$ cat src/bus_sampler.sv
module bus_sampler
(
    input  logic scl,
    input  logic arst_n,
    input  logic bus_clk,
    input  logic bus_data,
    output logic clk_rise,
    output logic clk_fall,
    output logic start_seen,
    output logic stop_seen,
    output logic data_bit
);

    logic clk_s1;
    logic clk_s2;
    logic data_s1;
    logic data_s2;
    // previous synchronized levels
    logic clk_d;
    logic data_d;

    // two stage synchronizers, idle bus is high
    always_ff @(posedge scl or negedge arst_n)
    begin
        if (!arst_n)
        begin
            clk_s1  <= 1'b1;
            clk_s2  <= 1'b1;
            data_s1 <= 1'b1;
            data_s2 <= 1'b1;
            clk_d   <= 1'b1;
            data_d  <= 1'b1;
        end
        else
        begin
            clk_s1  <= bus_clk;
            clk_s2  <= clk_s1;
            data_s1 <= bus_data;
            data_s2 <= data_s1;
            clk_d   <= clk_s2;
            data_d  <= data_s2;
        end
    end

    // the clock must be high in both samples, so a data edge that
    // lands together with a clock edge is no start or stop
    always_ff @(posedge scl or negedge arst_n)
    begin
        if (!arst_n)
        begin
            clk_rise   <= 1'b0;
            clk_fall   <= 1'b0;
            start_seen <= 1'b0;
            stop_seen  <= 1'b0;
        end
        else
        begin
            clk_rise   <= clk_s2 & ~clk_d;
            clk_fall   <= ~clk_s2 & clk_d;
            start_seen <= clk_s2 & clk_d & data_d & ~data_s2;
            stop_seen  <= clk_s2 & clk_d & ~data_d & data_s2;
        end
    end

    // aligned with the pulses above
    assign data_bit = data_d;

endmodule

$ cat config.mk
export PLATFORM = sky130hd
export DESIGN_NAME = bus_sampler
export DESIGN_NICKNAME = d
export VERILOG_FILES = /design/src/bus_sampler.sv
export SDC_FILE = /design/constraint.sdc
export NUM_CORES = 1
export LEC_CHECK = 0
export BUFFER_PORTS_ARGS = -buffer_cell sky130_fd_sc_hd__buf_2
export CAP_MARGIN = 20
export CORE_AREA = 2 2 39 41
export DETAILED_ROUTE_END_ITERATION = 16
export DIE_AREA = 0 0 41 43
export HOLD_SLACK_MARGIN = 0.02
export PLACE_DENSITY_LB_ADDON = 0.2
export SLEW_MARGIN = 20
export SYNTH_ARGS = -nofsm -noshare
export SYNTH_HDL_FRONTEND = slang
export SYNTH_SLANG_ARGS = --single-unit
$ cat constraint.sdc
create_clock -name scl -period 1.1 [get_ports scl]
set_input_delay 0 -clock scl [delete_from_list [all_inputs] [get_ports scl]]
set_output_delay 0 -clock scl [all_outputs]
set_load 0.05 [all_outputs]
==> metrics.log <==
[metrics] outcome: complete, no violations
[metrics] layout cells sized above 1: 60.7%
[metrics] DRC violations left: 0
[metrics] Final Hold Violating Endpoints: 0
[metrics] Worst path max stage delay: approximately 0.53 ns
[metrics] final setup violation count: 0
[metrics] placer's final routability congestion estimate: 0.600
[metrics] Vias per Instance: approximately 3.4
[metrics] startpoint-to-endpoint class of the critical path: reg -> out
[metrics] overall power consumption: 692 uW
[metrics] number of vias after detailed routing: 149
[metrics] # clock sinks: 10
[metrics] port buffer count: 8
[metrics] Vert. Die Dim: 43 um
[metrics] CTS tree: built
[metrics] headroom to the max-slew limit: 83.5%
[metrics] antenna diode count: 0
[metrics] number of placed I/O pins: 9
[metrics] Reg area: 258 um^2
[metrics] required time worst endpoint: roughly 1.1 ns
[metrics] reg-to-reg critical path endpoint: stop_seen
[metrics] Remaining Overflow, GRT: 0
[metrics] synth warn: 0
[metrics] post-synthesis to final-layout area growth: 38.8%
[metrics] Total GRT Usage: around 5.6%
[metrics] Pins Over Slew Limit: 0
[metrics] cell chosen for the clock root: clkbuf_4
[metrics] syn_nets: 18
[metrics] count of placed standard cells including taps: 38
[metrics] initial core utilization: 21.0%
[metrics] max_cap viols: 0
[metrics] count of different cell masters after synthesis: 4
[metrics] total standard cell area after synthesis: 290 um^2
[metrics] number of cells on the worst reg-to-reg path: 1
[metrics] largest fanout on the critical path: 3
[metrics] synthesized area per cell: around 21 um^2
[metrics] largest net degree at the start of global routing: 11
[metrics] Fillers: 147
[metrics] post-route antenna net violation count: 0
[metrics] number of H-tree branching levels: 1
[metrics] global-route wire length before repair: 586 um
[metrics] minimum setup slack after placement: 0.280 ns
[metrics] number of antenna violations at the first check in global routing: 0
[metrics] met3 Usage GRT: 3.14%
[metrics] final setup TNS: 0 ns
[metrics] reg2reg setup slack: 0.27 ns
[metrics] Die Outline Area: ~1800 um^2
[metrics] measured slew at the worst slew-check pin: 0.249 ns
[metrics] kind of start point of the critical path: flop
[metrics] kind of cell with the highest combined delay on the critical path: flip-flops
[metrics] ratio of final minimum period to clock period: 94.4%
[metrics] horizontal extent of the die: a little over 40 um
[metrics] RSZ-0062 raised after global routing: false
[metrics] Max Clk Rate: 0.963 GHz
[metrics] routed len/inst: 8.70 um
[metrics] area of the core: 1380 um^2
[metrics] area of the multi-input gates: 32.5 um^2
[metrics] global routing usage on met1: under 10%
[metrics] number of CTS-inserted buffers: 3
[metrics] type of element capturing the critical path: primary output
[metrics] data arrival time of the worst path: between 1 and 1.5 ns
[metrics] Final Worst Setup Slack: 0.0613 ns
[metrics] Layout Cells excl Fill: 44
[metrics] GR Layer Usage met2: 6.25%
[metrics] via count of the first global-routing pass: 153
[metrics] number of synthesized register bits: 10
[metrics] Min-Delay Path Class: in -> async
[metrics] portion of the post-synthesis area used by sequential elements: 88.8%
[metrics] maximum clock path buffer count: 2
[metrics] Final nets: 34
[metrics] clock input transition at the sequential cells of the worst setup and hold paths: 0.06 ns
[metrics] maximum VDD drop: 722 uV
[metrics] number of buffer and inverter instances along the worst setup path: 1
[metrics] Max Clock Skew: 0.00157 ns
[metrics] most crowded layer after global routing: met1
[metrics] final wirelength: between 300 and 400 um
[metrics] floorplan row count: 14
[metrics] crit path cell chain: buf_2
[metrics] number of buffers inserted by post-CTS setup repair: 0
[metrics] Power per Cell Area: between 1500 and 2000 nW/um^2
[metrics] number of DRC violations after detailed-routing iteration 0: 1
[metrics] reg-to-reg startpoint: data_bit
[metrics] Post-Synthesis Cells: 14
[metrics] leakage power: 0.000195 uW
[metrics] clk_lat worst skew: 0.25 ns
[metrics] first-pass detailed-route iteration total: 2
[metrics] Resize count post-CTS: 0
[metrics] Tmin final: 1.04 ns
[metrics] slowest stage cell on the critical path: dfstp_2
-- worst max path at each step --
stage / slack (ns) / end / depth (start not counted) / start
detailed placement: 0.28 / stop_seen / 1 / data_bit
finish: 0.06 / data_bit / 1 / data_bit
global placement: 0.29 / stop_seen / 1 / data_bit
floorplan: 0.09 / stop_seen / 1 / data_bit
CTS: 0.05 / data_bit / 1 / data_bit
global route: 0.03 / data_bit / 1 / data_bit
-- where the power goes --
part | switching (uW) | internal [uW] | leakage (uW) | total [uW]
clock | 106 | 125 | 0.0000138 | 232
combinational | 39.6 | 19.4 | 0.0000649 | 58.9
sequential | 7.92 | 394 | 0.000116 | 402
-- synth_stat cells --
cell type,count,area (um^2)
nor2b_1,2,12.5
and4b_1,2,20.0
dfstp_2,6,158
dfrtp_1,4,100
-- sequential cells by signal, indices dropped and copies added, names as in the netlist --
| name | count |
|---|---|
| clk_d | 1 |
| clk_fall | 1 |
| clk_rise | 1 |
| clk_s1 | 1 |
| clk_s2 | 1 |
| data_bit | 1 |
| data_s1 | 1 |
| data_s2 | 1 |
| start_seen | 1 |
| stop_seen | 1 |
-- through the flow --
stage / hold slack [ns] / instance area, um^2 / utilization (%)
2_1_floorplan: -0.296 / 290 / -
3_3_place_gp: -0.140 / 350 / 25.3
3_5_place_dp: -0.132 / 350 / 25.3
4_1_cts: 0.132 / 403 / 29.1
5_1_grt: 0.149 / 403 / 29.1
6_report: 0.128 / 403 / 29.1
-- kinds of logic (layout without fill, tap and decap cells) --
| family | after synthesis | in the layout | share of synthesized area, % |
|---|---|---|---|
| flops | 10 | 10 | 88.8 |
| buf+inv | 0 | 14 | 0 |
| simple gates | 4 | 4 | 11.2 |
-- routing by layer --
metal / wire length (um) / up-vias / part of all wire [%]
met5: 0 / - / 0
met1: 181 / 66 / 47
met2: 156 / 8 / 41
li1: - / 75 / -
met3: 45 / 0 / 12
met4: 0 / 0 / 0
-- cell type report --
| cell class | count | share of cell area (%) |
|---|---|---|
| flip-flops and latches | 10 | 64.0 |
| repair buffers | 11 | 17.4 |
| multi-input cells | 4 | 8.07 |
| clock buffers | 3 | 5.59 |
| well taps | 16 | 4.97 |
-- cell usage in the layout, fill, tap and decap left out, drive strengths merged --
master       n
and4b        2
buf          8
clkbuf       3
dfrtp        4
dfstp        6
dlygate4sd3  3
nor2b        2
-- what timing repair did --
item	4_1_cts	5_1_grt
hold buffers	3	0
setup endpoints to repair	0	0
hold endpoints to repair	12	0
No activity file was read; power rests on OpenSTA's default activity.
