<file path="src/eeprom_pkg.sv">
package eeprom_pkg;

    // one bus byte or one memory word
    typedef logic [7:0] byte_t;

    // {block bits, word byte}
    typedef logic [10:0] mem_addr_t;

    // block bits of the control byte
    typedef logic [2:0] block_t;

    // bit slot inside a frame, 0 to 8
    typedef logic [3:0] slot_cnt_t;

    // controller states
    typedef enum logic [2:0]
    {
        CS_IDLE,
        CS_DEV_ADDR,
        CS_WORD_ADDR,
        CS_WRITE_DATA,
        CS_READ_DATA,
        CS_IGNORE
    } ctrl_state_t;

    // high nibble of a valid control byte
    localparam logic [3:0] DEVICE_CODE = 4'b1010;

    // storage depth, 8 blocks of 256 words
    localparam int MEM_WORDS = 2048;

    // eight data slots come first, then the acknowledge slot
    localparam slot_cnt_t SLOT_ACK = 4'd8;

endpackage

</file>
<file path="src/byte_shifter.sv">
module byte_shifter
(
    input  logic              scl,
    input  logic              arst_n,
    input  logic              clk_rise,
    input  logic              clk_fall,
    input  logic              start_seen,
    input  logic              stop_seen,
    input  logic              data_bit,
    input  logic              load,
    input  eeprom_pkg::byte_t load_byte,
    output eeprom_pkg::byte_t rx_byte,
    output logic              byte_done,
    output logic              ack_bit,
    output logic              frame_end,
    output logic              tx_bit
);

    import eeprom_pkg::*;

    slot_cnt_t slot;
    logic      ack_seen;
    byte_t     rx_shift;
    byte_t     tx_shift;

    // slot counts rises; it stops at the ack slot and the 9th rise
    // only marks ack_seen
    always_ff @(posedge scl or negedge arst_n)
    begin
        if (!arst_n)
        begin
            slot      <= '0;
            ack_seen  <= 1'b0;
            ack_bit   <= 1'b1;
            byte_done <= 1'b0;
            frame_end <= 1'b0;
        end
        else
        begin
            byte_done <= 1'b0;
            frame_end <= 1'b0;
            if (start_seen || stop_seen)
            begin
                slot     <= '0;
                ack_seen <= 1'b0;
            end
            else if (clk_rise)
            begin
                if (slot == SLOT_ACK)
                begin
                    ack_bit  <= data_bit;
                    ack_seen <= 1'b1;
                end
                else
                    slot <= slot + 1'b1;
            end
            else if (clk_fall && slot == SLOT_ACK)
            begin
                if (ack_seen)
                begin
                    frame_end <= 1'b1;
                    slot      <= '0;
                    ack_seen  <= 1'b0;
                end
                else
                    // byte complete, ack slot opens on this fall
                    byte_done <= 1'b1;
            end
        end
    end

    // receive path, msb first
    always_ff @(posedge scl)
    begin
        if (clk_rise && slot != SLOT_ACK)
            rx_shift <= {rx_shift[6:0], data_bit};
        if (clk_fall && slot == SLOT_ACK && !ack_seen)
            rx_byte <= rx_shift;
    end

    // transmit path, ones fill behind the last bit
    always_ff @(posedge scl or negedge arst_n)
    begin
        if (!arst_n)
            tx_shift <= '1;
        else if (frame_end && load)
            tx_shift <= load_byte;
        else if (clk_fall && slot != '0 && slot < SLOT_ACK)
            tx_shift <= {tx_shift[6:0], 1'b1};
    end

    assign tx_bit = tx_shift[7];

endmodule

</file>
<file path="config.mk">
export PLATFORM = sky130hd
export DESIGN_NAME = byte_shifter
export DESIGN_NICKNAME = d
export VERILOG_FILES = /design/src/eeprom_pkg.sv /design/src/byte_shifter.sv
export SDC_FILE = /design/constraint.sdc
export NUM_CORES = 1
export LEC_CHECK = 0
export ABC_AREA = 1
export BUFFER_PORTS_ARGS = -buffer_cell sky130_fd_sc_hd__buf_4
export CORE_ASPECT_RATIO = 1.1
export CORE_MARGIN = 3
export CORE_UTILIZATION = 30
export CTS_CLUSTER_DIAMETER = 150
export DETAILED_ROUTE_END_ITERATION = 10
export HOLD_SLACK_MARGIN = 0.15
export PLACE_DENSITY = 0.51
export REMOVE_ABC_BUFFERS = 1
export SYNTH_ARGS = -nofsm -noshare
export SYNTH_HDL_FRONTEND = slang
export SYNTH_SLANG_ARGS = --single-unit
</file>
<file path="constraint.sdc">
create_clock -name scl -period 2.5 [get_ports scl]
set_input_delay 0 -clock scl [delete_from_list [all_inputs] [get_ports scl]]
set_output_delay 0 -clock scl [all_outputs]
set_load 0.05 [all_outputs]
</file>
==> metrics <==
Critical Path Source Type=register; initial cell density of the core=32.3%; Clock power frac=a little over a third; CTS tree=built; Total GRT Usage=11.2%; Vias=1061; Fin Clk Skew=slightly above 0.003 ns; gpl congestion=0.794; class of the most critical setup path=reg -> reg; Mapped Area=1440 um2; final setup fails=0; fraction of registers with async set/reset=50.0%; # diodes=0; Hold Path Origin=stop_seen; Yosys top cell area share=between 30% and 40%; Hold Crit Class=in -> reg; Sw Ratio=22.4%; initial antenna violation count=0; vias per cell=4.44; post-synthesis register bit count=32; Relative slew margins=between 50% and 60%; leakage=0.914 nW; I/O Pins=28; Final ANT Viol Nets=0; Comb power frac=15.1%; slowest library cell on the worst path=dlygate4sd3_1; CTS max path bufs=2; Initial DRC Count=60; Tightest Pin Transition=approximately 0.62 ns; r2r startpoint=slot[0]; max incr delay on CP=0.56 ns; P_sw=0.000299 W; worst path arrival time=2.08 ns; final std cells w/o fill=239; crit-path max FO=14; residual DRC count=0; Pwr Density=661 nW/um2; Clock H-tree levels=2; grt ovf=0; synth top area cells=edfxtp_1, dfstp_2, dfrtp_1; Gate Count Post-Synth=131; Fin Setup TNS=0 ns; Hold Crit Depth=6; crit end category=register; Cell Area, Placed=1700 um2; drt wl/cell=~12 um; Post-synth EDFFs=16; # Max-Cap Violations=0; pin count of the biggest net entering global routing=18; r2r worst-path depth=7; Yosys Warn Count=0; Top FF cell, synth=edfxtp_1; 1st-pass router iterations=5; Avg Inst Size Synth=11.0 um2; Seq pwr share=48.5%; layout cells sized above 1=between 30% and 40%; Max Slew Vio Count=0; clock sink count=32; status=finished clean; clk_lat worst skew=0.27 ns; Max VDD drop=0.375 mV; Clock Pin Slew Worst Setup and Hold Paths=0.07 ns; routed wire length=2860 um; Fmax=532 MHz; first-pass GRT wire length=4900 um; Die Area=5680 um2; Buffers on Ports=27; leading area contributor after synthesis=edfxtp_1; Seq/Total Area, Yosys=61.8%; count of final hold-check violations=0; Int Power=0.00104 W; critical-path cell list=inv_1 > ha_1 > nand2_4 > nand3_4 > nand3_1 > o211ai_2 > dlygate4sd3_1; setup slack, reg-to-reg=0.62 ns; Tcrit/Tclk final=75.2%; cell with the most instances after synthesis=nand2_1; Final min period=1.88 ns; Worst Hold End=ack_bit; Die Wd=72.1 um; area grow syn2layout=39.9%; Vert. Die Dim=78.7 um; core area=4470 um2; post-DP HPWL=about 2000 um; nets@finish=202; final instance area=2020 um2; clk root buf=clkbuf_8; vias in the first global route=1077; Synth cell types=21; unrepaired setup endpoints after global routing=false; Req. time, crit path=around 2.7 ns; most instantiated cells after synthesis=nand2_1, edfxtp_1, inv_1; R2R Path End=tx_shift[3]; FP Rows=25; Num CTS Buffers=5; cell count after placement=210
-- power groups by stage --
stage                     sequential [W]  clock (W)  combinational [W]
after global placement          0.000654          0           0.000136
after global routing            0.000656   0.000525           0.000226
after detailed placement        0.000656          0           0.000140
final                           0.000647   0.000485           0.000202
after CTS                       0.000647   0.000506           0.000205
after floorplan                 0.000656          0          0.0000926
-- worst max path at each step --
stage | startpoint | to | slack (ns) | cells after the start
4_1_cts | slot[0] | tx_shift[3] | 0.61 | 7
3_5_place_dp | slot[0] | rx_byte[5] | 0.64 | 4
5_1_grt | slot[0] | tx_shift[1] | 0.47 | 7
2_1_floorplan | slot[0] | rx_byte[0] | 0.85 | 4
3_3_place_gp | slot[0] | rx_byte[4] | 0.67 | 4
6_report | slot[0] | tx_shift[3] | 0.62 | 7
-- per-stage QoR --
| step | hold slack [ns] | power [W] | utilization (%) | worst slack (ns) |
|---|---|---|---|---|
| detailed placement | -0.119 | 0.000797 | 37.9 | 0.640 |
| finish | 0.163 | 0.00133 | 45.1 | 0.620 |
| global placement | -0.126 | 0.000790 | 37.9 | 0.675 |
| CTS | 0.153 | 0.00136 | 45.1 | 0.612 |
| global route | 0.207 | 0.00141 | 45.1 | 0.474 |
| floorplan | -0.296 | 0.000749 | - | 0.854 |
-- cell usage in the layout, fill, tap and decap left out, types with 2 or more instances in the layout --
master / Yosys / routed
buf_4: 0 / 27
clkbuf_8: 0 / 5
dfrtp_1: 7 / 7
dfstp_2: 9 / 9
dlygate4sd3_1: 0 / 21
edfxtp_1: 16 / 16
ha_1: 2 / 2
inv_1: 12 / 12
nand2_1: 39 / 39
nand2_4: 2 / 2
nand3_1: 10 / 10
nand3_2: 3 / 3
nand3_4: 2 / 2
nor2_1: 11 / 11
nor2_2: 2 / 2
nor3_1: 2 / 2
o211ai_2: 6 / 6
o21ai_0: 2 / 2
-- cell type report --
cell class	count	area, um2
Multi-Input combinational cell	84	485
Clock buffer	5	68.8
Sequential cell	32	892
Clock inverter	3	42.5
Inverter	13	48.8
Tap cell	54	67.6
Timing Repair Buffer	48	413
Fill cell	423	2450
-- logic make-up after synthesis --
group | share of synthesized area [%]
AO/OA/AOI/OAI | 5.90
flip-flops | 61.8
AND/OR/NAND/NOR | 25.4
adder cells (fa/ha/maj) | 1.73
XOR/XNOR | 0.607
buffers and inverters | 4.51
-- registers in the layout, indices dropped and copies added (netlist names) --
name / flops
ack_bit: 1
ack_seen: 1
byte_done: 1
frame_end: 1
rx_byte: 8
rx_shift: 8
slot: 4
tx_shift: 8
-- timing repair --
item / CTS / global route
hold buffers: 21 / 0
endpoints found under the setup margin: 0 / 0
hold endpoints to repair: 29 / 0
buffers inserted: 0 / 0
gates resized for setup: 0 / 0
-- critical path, delay by kind of cell, from the launching register on --
| kind | cells | cell delay [ns] |
|---|---|---|
| DFF | 1 | 0.41 |
| and+or+nand+nor | 3 | 0.44 |
| AOI/OAI and AO/OA | 1 | 0.08 |
| buffers and inverters | 2 | 0.62 |
| adders and majority gates | 1 | 0.26 |
-- routing by layer --
| layer | wire length, um | vias up | global-route usage, % |
|---|---|---|---|
| met3 | 154 | 2 | 3.80 |
| met2 | 1420 | 26 | 18.1 |
| met5 | 0 | - | 0 |
| met1 | 1270 | 496 | 13.8 |
| li1 | - | 537 | - |
| met4 | 19 | 0 | 3.76 |
Note: power is estimated with default switching activity, not from simulation.
