<file path="config.mk">
export PLATFORM = sky130hd
export DESIGN_NAME = eeprom_ctrl
export DESIGN_NICKNAME = d
export VERILOG_FILES = /design/src/eeprom_pkg.sv /design/src/eeprom_ctrl.sv
export SDC_FILE = /design/constraint.sdc
export NUM_CORES = 1
export LEC_CHECK = 0
export BUFFER_PORTS_ARGS = -buffer_cell sky130_fd_sc_hd__clkbuf_2
export CORE_UTILIZATION = 43
export DETAILED_ROUTE_END_ITERATION = 8
export HOLD_SLACK_MARGIN = 0.15
export PLACE_DENSITY = 0.68
export SYNTH_ARGS = -nofsm -noshare
export SYNTH_HDL_FRONTEND = slang
export SYNTH_SLANG_ARGS = --single-unit
</file>
<file path="constraint.sdc">
create_clock -name scl -period 2 [get_ports scl]
set_input_delay 0.1 -clock scl [delete_from_list [all_inputs] [get_ports scl]]
set_output_delay 0.1 -clock scl [all_outputs]
set_load 0.005 [all_outputs]
</file>
<file path="src/eeprom_pkg.sv">
package eeprom_pkg;

    // one bus byte or one memory word
    typedef logic [7:0] byte_t;

    // {block bits, word byte}
    typedef logic [10:0] mem_addr_t;

    // block bits of the control byte
    typedef logic [2:0] block_t;

    // bit slot inside a frame, 0 to 8
    typedef logic [3:0] slot_cnt_t;

    // controller states
    typedef enum logic [2:0]
    {
        CS_IDLE,
        CS_DEV_ADDR,
        CS_WORD_ADDR,
        CS_WRITE_DATA,
        CS_READ_DATA,
        CS_IGNORE
    } ctrl_state_t;

    // high nibble of a valid control byte
    localparam logic [3:0] DEVICE_CODE = 4'b1010;

    // storage depth, 8 blocks of 256 words
    localparam int MEM_WORDS = 2048;

    // eight data slots come first, then the acknowledge slot
    localparam slot_cnt_t SLOT_ACK = 4'd8;

endpackage

</file>
<file path="src/eeprom_ctrl.sv">
module eeprom_ctrl
(
    input  logic                  scl,
    input  logic                  arst_n,
    input  logic                  start_seen,
    input  logic                  stop_seen,
    input  logic                  byte_done,
    input  logic                  frame_end,
    input  eeprom_pkg::byte_t     rx_byte,
    input  logic                  ack_bit,
    input  logic                  tx_bit,
    input  logic                  array_busy,
    input  eeprom_pkg::byte_t     rd_data,
    output logic                  load,
    output eeprom_pkg::byte_t     load_byte,
    output logic                  wr_en,
    output logic                  rd_en,
    output eeprom_pkg::mem_addr_t addr,
    output eeprom_pkg::byte_t     wr_data,
    output logic                  bus_data_pull
);

    import eeprom_pkg::*;

    ctrl_state_t state;
    block_t      block;
    mem_addr_t   ptr;
    // high from byte_done to frame_end
    logic        ack_slot;
    logic        ack_ok;
    // one data byte per write transfer
    logic        wr_done;

    always_ff @(posedge scl or negedge arst_n)
    begin
        if (!arst_n)
        begin
            state    <= CS_IDLE;
            block    <= '0;
            ptr      <= '0;
            ack_slot <= 1'b0;
            ack_ok   <= 1'b0;
            wr_done  <= 1'b0;
            wr_en    <= 1'b0;
            rd_en    <= 1'b0;
        end
        else
        begin
            wr_en <= 1'b0;
            rd_en <= 1'b0;
            if (array_busy)
            begin
                state    <= CS_IDLE;
                ack_slot <= 1'b0;
                ack_ok   <= 1'b0;
            end
            else if (stop_seen || start_seen)
            begin
                state    <= stop_seen ? CS_IDLE : CS_DEV_ADDR;
                ack_slot <= 1'b0;
                ack_ok   <= 1'b0;
                wr_done  <= 1'b0;
            end
            else if (byte_done)
            begin
                ack_slot <= 1'b1;
                ack_ok   <= 1'b0;
                case (state)
                    CS_DEV_ADDR:
                    begin
                        if (rx_byte[7:4] != DEVICE_CODE)
                            state <= CS_IGNORE;
                        else if (rx_byte[0])
                        begin
                            // block bits of the read control byte, word from before
                            ack_ok <= 1'b1;
                            ptr    <= {rx_byte[3:1], ptr[7:0]};
                            rd_en  <= 1'b1;
                            state  <= CS_READ_DATA;
                        end
                        else
                        begin
                            ack_ok <= 1'b1;
                            block  <= rx_byte[3:1];
                            state  <= CS_WORD_ADDR;
                        end
                    end
                    CS_WORD_ADDR:
                    begin
                        ack_ok <= 1'b1;
                        ptr    <= {block, rx_byte};
                        state  <= CS_WRITE_DATA;
                    end
                    CS_WRITE_DATA:
                    begin
                        if (!wr_done)
                        begin
                            ack_ok  <= 1'b1;
                            wr_en   <= 1'b1;
                            wr_done <= 1'b1;
                        end
                    end
                    CS_READ_DATA:
                    begin
                        // fetch the next word now, it is loaded only on a master ack
                        ptr   <= ptr + 1'b1;
                        rd_en <= 1'b1;
                    end
                    default:
                    begin
                    end
                endcase
            end
            else if (frame_end)
            begin
                ack_slot <= 1'b0;
                ack_ok   <= 1'b0;
                if (state == CS_READ_DATA && ack_bit)
                    state <= CS_IDLE;
            end
        end
    end

    always_ff @(posedge scl)
    begin
        if (byte_done)
            wr_data <= rx_byte;
    end

    assign addr      = ptr;
    assign load_byte = rd_data;
    // after the control byte our own ack reads back low, so this covers both frames
    assign load      = (state == CS_READ_DATA) && !ack_bit;

    always_comb
    begin
        if (ack_slot)
            bus_data_pull = ack_ok;
        else if (state == CS_READ_DATA)
            bus_data_pull = ~tx_bit;
        else
            bus_data_pull = 1'b0;
    end

endmodule

</file>
==> results.md <==
* Top Usage Layer GRT: met2
* Fin Setup TNS at 0 ns
* Final design area excluding fillers at 2127 sq um
* Total length of routed wires at roughly 4200 um
* Hold_ws at between 0.15 and 0.2 ns
* Pwr dens at 643.7 nW/um^2
* Buffers inserted by post-CTS timing repair at 0
* Clock transition at path regs at roughly 0.060 ns
* Kind of path behind the tightest hold check: primary input to flop
* Synth area leader: sky130_fd_sc_hd__dfrtp_1
* Largest family of logic cells by synthesized area: simple AND/OR/NAND/NOR gates
* Number of diodes added for antenna fixing at 0
* Register Area at between 700 and 800 sq um
* Minimum clock period at 1.895 ns
* Post-Synthesis Cells at around 170
* Hold Vio Cnt, Final at 0
* Worst-case headroom to the max-slew limit at 61.25%
* Remaining Overflow, GRT at 0
* Number of buffers created by CTS at 5
* Result of the run: finished, final reports clean
* Type of element capturing the critical path: primary output
* Final Slew Violations at 0
* Clock latency at the later pin of the worst-skew pair at 0.28 ns
* Row Count at 22
* Total of endpoints with negative setup slack in the final report at 0
* Setup slack after layout at ~0.10 ns
* Area enclosed by the die boundary at 4282 sq um
* Bufs and invs on worst path at 2
* Root cell of the clock tree: sky130_fd_sc_hd__clkbuf_8
* Quantity of gates resized following cts at 0
* R2r endpoint: addr[8]
* Critical Path RT at roughly 1.9 ns
* # placed instances at around 250
* Count of state elements after synthesis at 30
* Die extent in y at about 65 um
* Most numerous cell in the Yosys netlist: sky130_fd_sc_hd__dfrtp_1
* Worst setup path category: flop to primary output
* Number of antenna violations at the first check in global routing at 0
* Synthesized-area fraction occupied by and/or/nand/nor cells at between 20% and 30%
* GRT met2 Usage at between 30% and 40%
* Netlist Area Pre-Place at around 1700 sq um
* Final std cells w/o fill at 270
* Core area at between 3000 and 4000 sq um
* Crit path max fanout at 16
* Met1 capacity usage during global routing at 28.25%
* Count of H-tree levels built during CTS at 2
* DRC violation count after routing at 0
* Total number of yosys warnings at 0
* Largest clock skew in the final design at roughly 0.0033 ns
* Final RePlAce weighted congestion at between 0.8 and 0.9
* Average cell area after synthesis at between 10 and 15 sq um
* Launch point of the worst reg-to-reg path: state[1]
* DR vias at roughly 1,500
* Average via count per standard cell at between 5 and 6
* Start point of the critical path: state[1]
* Count of flip-flops with a built-in enable after synthesis at 8
* Area share of xor/xnor cells in the synthesized design at less than 1%
* Post-Place Worst Slack at ~0.2 ns
* Number of filler instances in the final layout at 343
* Setup crit start kind: flop
* Destination of the critical timing path: bus_data_pull
* Setup repair after global routing missed its margin: no
* Pin count of the biggest net entering global routing at 23
* Standard cell area after detailed placement at around 2000 sq um
* Register area share after synthesis at roughly 46%
* Adder-cell share of the synthesized area at less than 1%
* Die Wd at between 60 and 70 um
* TritonCTS clock tree: built
* Ratio of cells with drive above 1 in the final layout at 27.48%
* Share of the synthesized area in compound gates (AO/OA/AOI/OAI) at between 10% and 20%
* Logic depth of the worst setup path including buffers at 4
* Share of Yosys cell area claimed by the top area cell type at a little under a third
* Synth Flop Type: sky130_fd_sc_hd__dfrtp_1
* Total track usage at between 20% and 30%
* Initial standard-cell utilization of the core at a little under half
* Multi-input gate area at 818.3 sq um
* DR iter-0 viols at roughly 120
* Count of TritonRoute iterations in the first routing pass at 4
* Ranking of synthesized cells by instance count: sky130_fd_sc_hd__dfrtp_1, sky130_fd_sc_hd__o21ai_1, sky130_fd_sc_hd__nand2_1, sky130_fd_sc_hd__nand3_1
* Maximum clock frequency at approximately 530 MHz
* Arrival time worst endpoint at around 1.8 ns
* Vias in the first global route at 1,449
* Proportion of register bits with asynchronous set or reset after synthesis at about three quarters
* Number of clock sinks at 30
* Crit-path slowest cell: sky130_fd_sc_hd__dfrtp_1
* Flop2flop setup slack at roughly 0.18 ns
* Count of antenna-violating nets left after detailed routing at 0
* I/O pin total at 56
* Critical path, cell by cell: or3b_1 -> buf_4 -> o31ai_1 -> clkbuf_2
* Distinct cells, synth at 52
* Static power due to leakage at just over 0.0009 uW
* Buffers from clock root to sink, at most at 2
* Ranking of synthesized cells by area: sky130_fd_sc_hd__dfrtp_1, sky130_fd_sc_hd__edfxtp_1, sky130_fd_sc_hd__o21ai_1, sky130_fd_sc_hd__buf_4, sky130_fd_sc_hd__mux2_1
* Synth-to-Final Area Change at 22.92%
* Max-capacitance violation count at 0
* Total of hold buffers inserted after clock tree synthesis at 10
* Count of input and output buffers at 39
* Dominant delay contributor by cell family on the critical path: flip-flops
* Cell count of the worst reg-to-reg path at 4
* Peak supply drop at about 0.39 mV
* Maximum single-stage delay on the critical path at about 0.53 ns
* Met3 Use GR at ~5.4%
* Final critical-path share of the clock period at 94.77%
* Actual transition at the worst max-transition pin at 0.5812 ns
* Wire length of the first global-routing pass at between 6000 and 7000 um
* Number of nets in the layout at roughly 250
* Synthesized netlist net count at 198
* Routed WL per cell at approximately 16 um
* Share of cell area taken by muxes after synthesis at 4.411%
* Detailed placer's ending HPWL at between 3000 and 4000 um
cell families after synthesis:
kind of cell    Yosys count
mux                       7
simple gates             63
xor+xnor                  1
flops                    30
fa+ha+maj                 1
buf+inv                  20
compound gates           50
stage by stage:
stage	utilization, %	total power, uW
final	56.40	1369
after global routing	56.40	1445
after CTS	56.40	1384
after detailed placement	51.63	913.0
after global placement	51.63	903.2
after floorplan	-	815.9
routing by layer:
metal  routed length, um  vias up
li1                    -      746
met1                1902      717
met2                2056       53
met3                 193        9
met4                  66        0
met5                   0        -
power breakdown:
group / internal [uW] / total [uW] / switching [uW]
Clock: 246 / 454 / 207
Combinational: 98.6 / 197 / 98.1
Sequential: 672 / 719 / 46.9
Total: 1020 / 1370 / 352
state kept, by name, summed over array words and instances, names as in the netlist:
signal,cells
ack_ok,1
wr_done,1
addr,11
ack_slot,1
wr_en,1
wr_data,8
rd_en,1
block,3
state,3
worst min path at each step:
stage	from	to	slack [ns]	cells after the start
floorplan	arst_n	ack_ok	-0.20	0
global placement	arst_n	addr[5]	0.11	1
detailed placement	arst_n	addr[4]	0.13	1
CTS	array_busy	wr_done	0.16	2
global route	array_busy	wr_done	0.17	2
finish	array_busy	wr_done	0.16	2
layout make-up:
type	count	share of cell area, %
timing repair buffer	58	17.06
tap	48	2.824
sequential	30	37.18
multi-input combinational	122	38.47
inverter	4	0.7059
clock buffer	8	3.765
layout by cell type, fill, tap and decap left out, drive strengths merged, types with 6 or more instances in the layout:
master,n
nor3b,6
o21ai,21
edfxtp,8
nand2,9
buf,9
dfrtp,22
clkbuf,47
nand3,9
dlygate4sd3,10
nor2,9
a21oi,6
(Power assumes the default switching activity.)
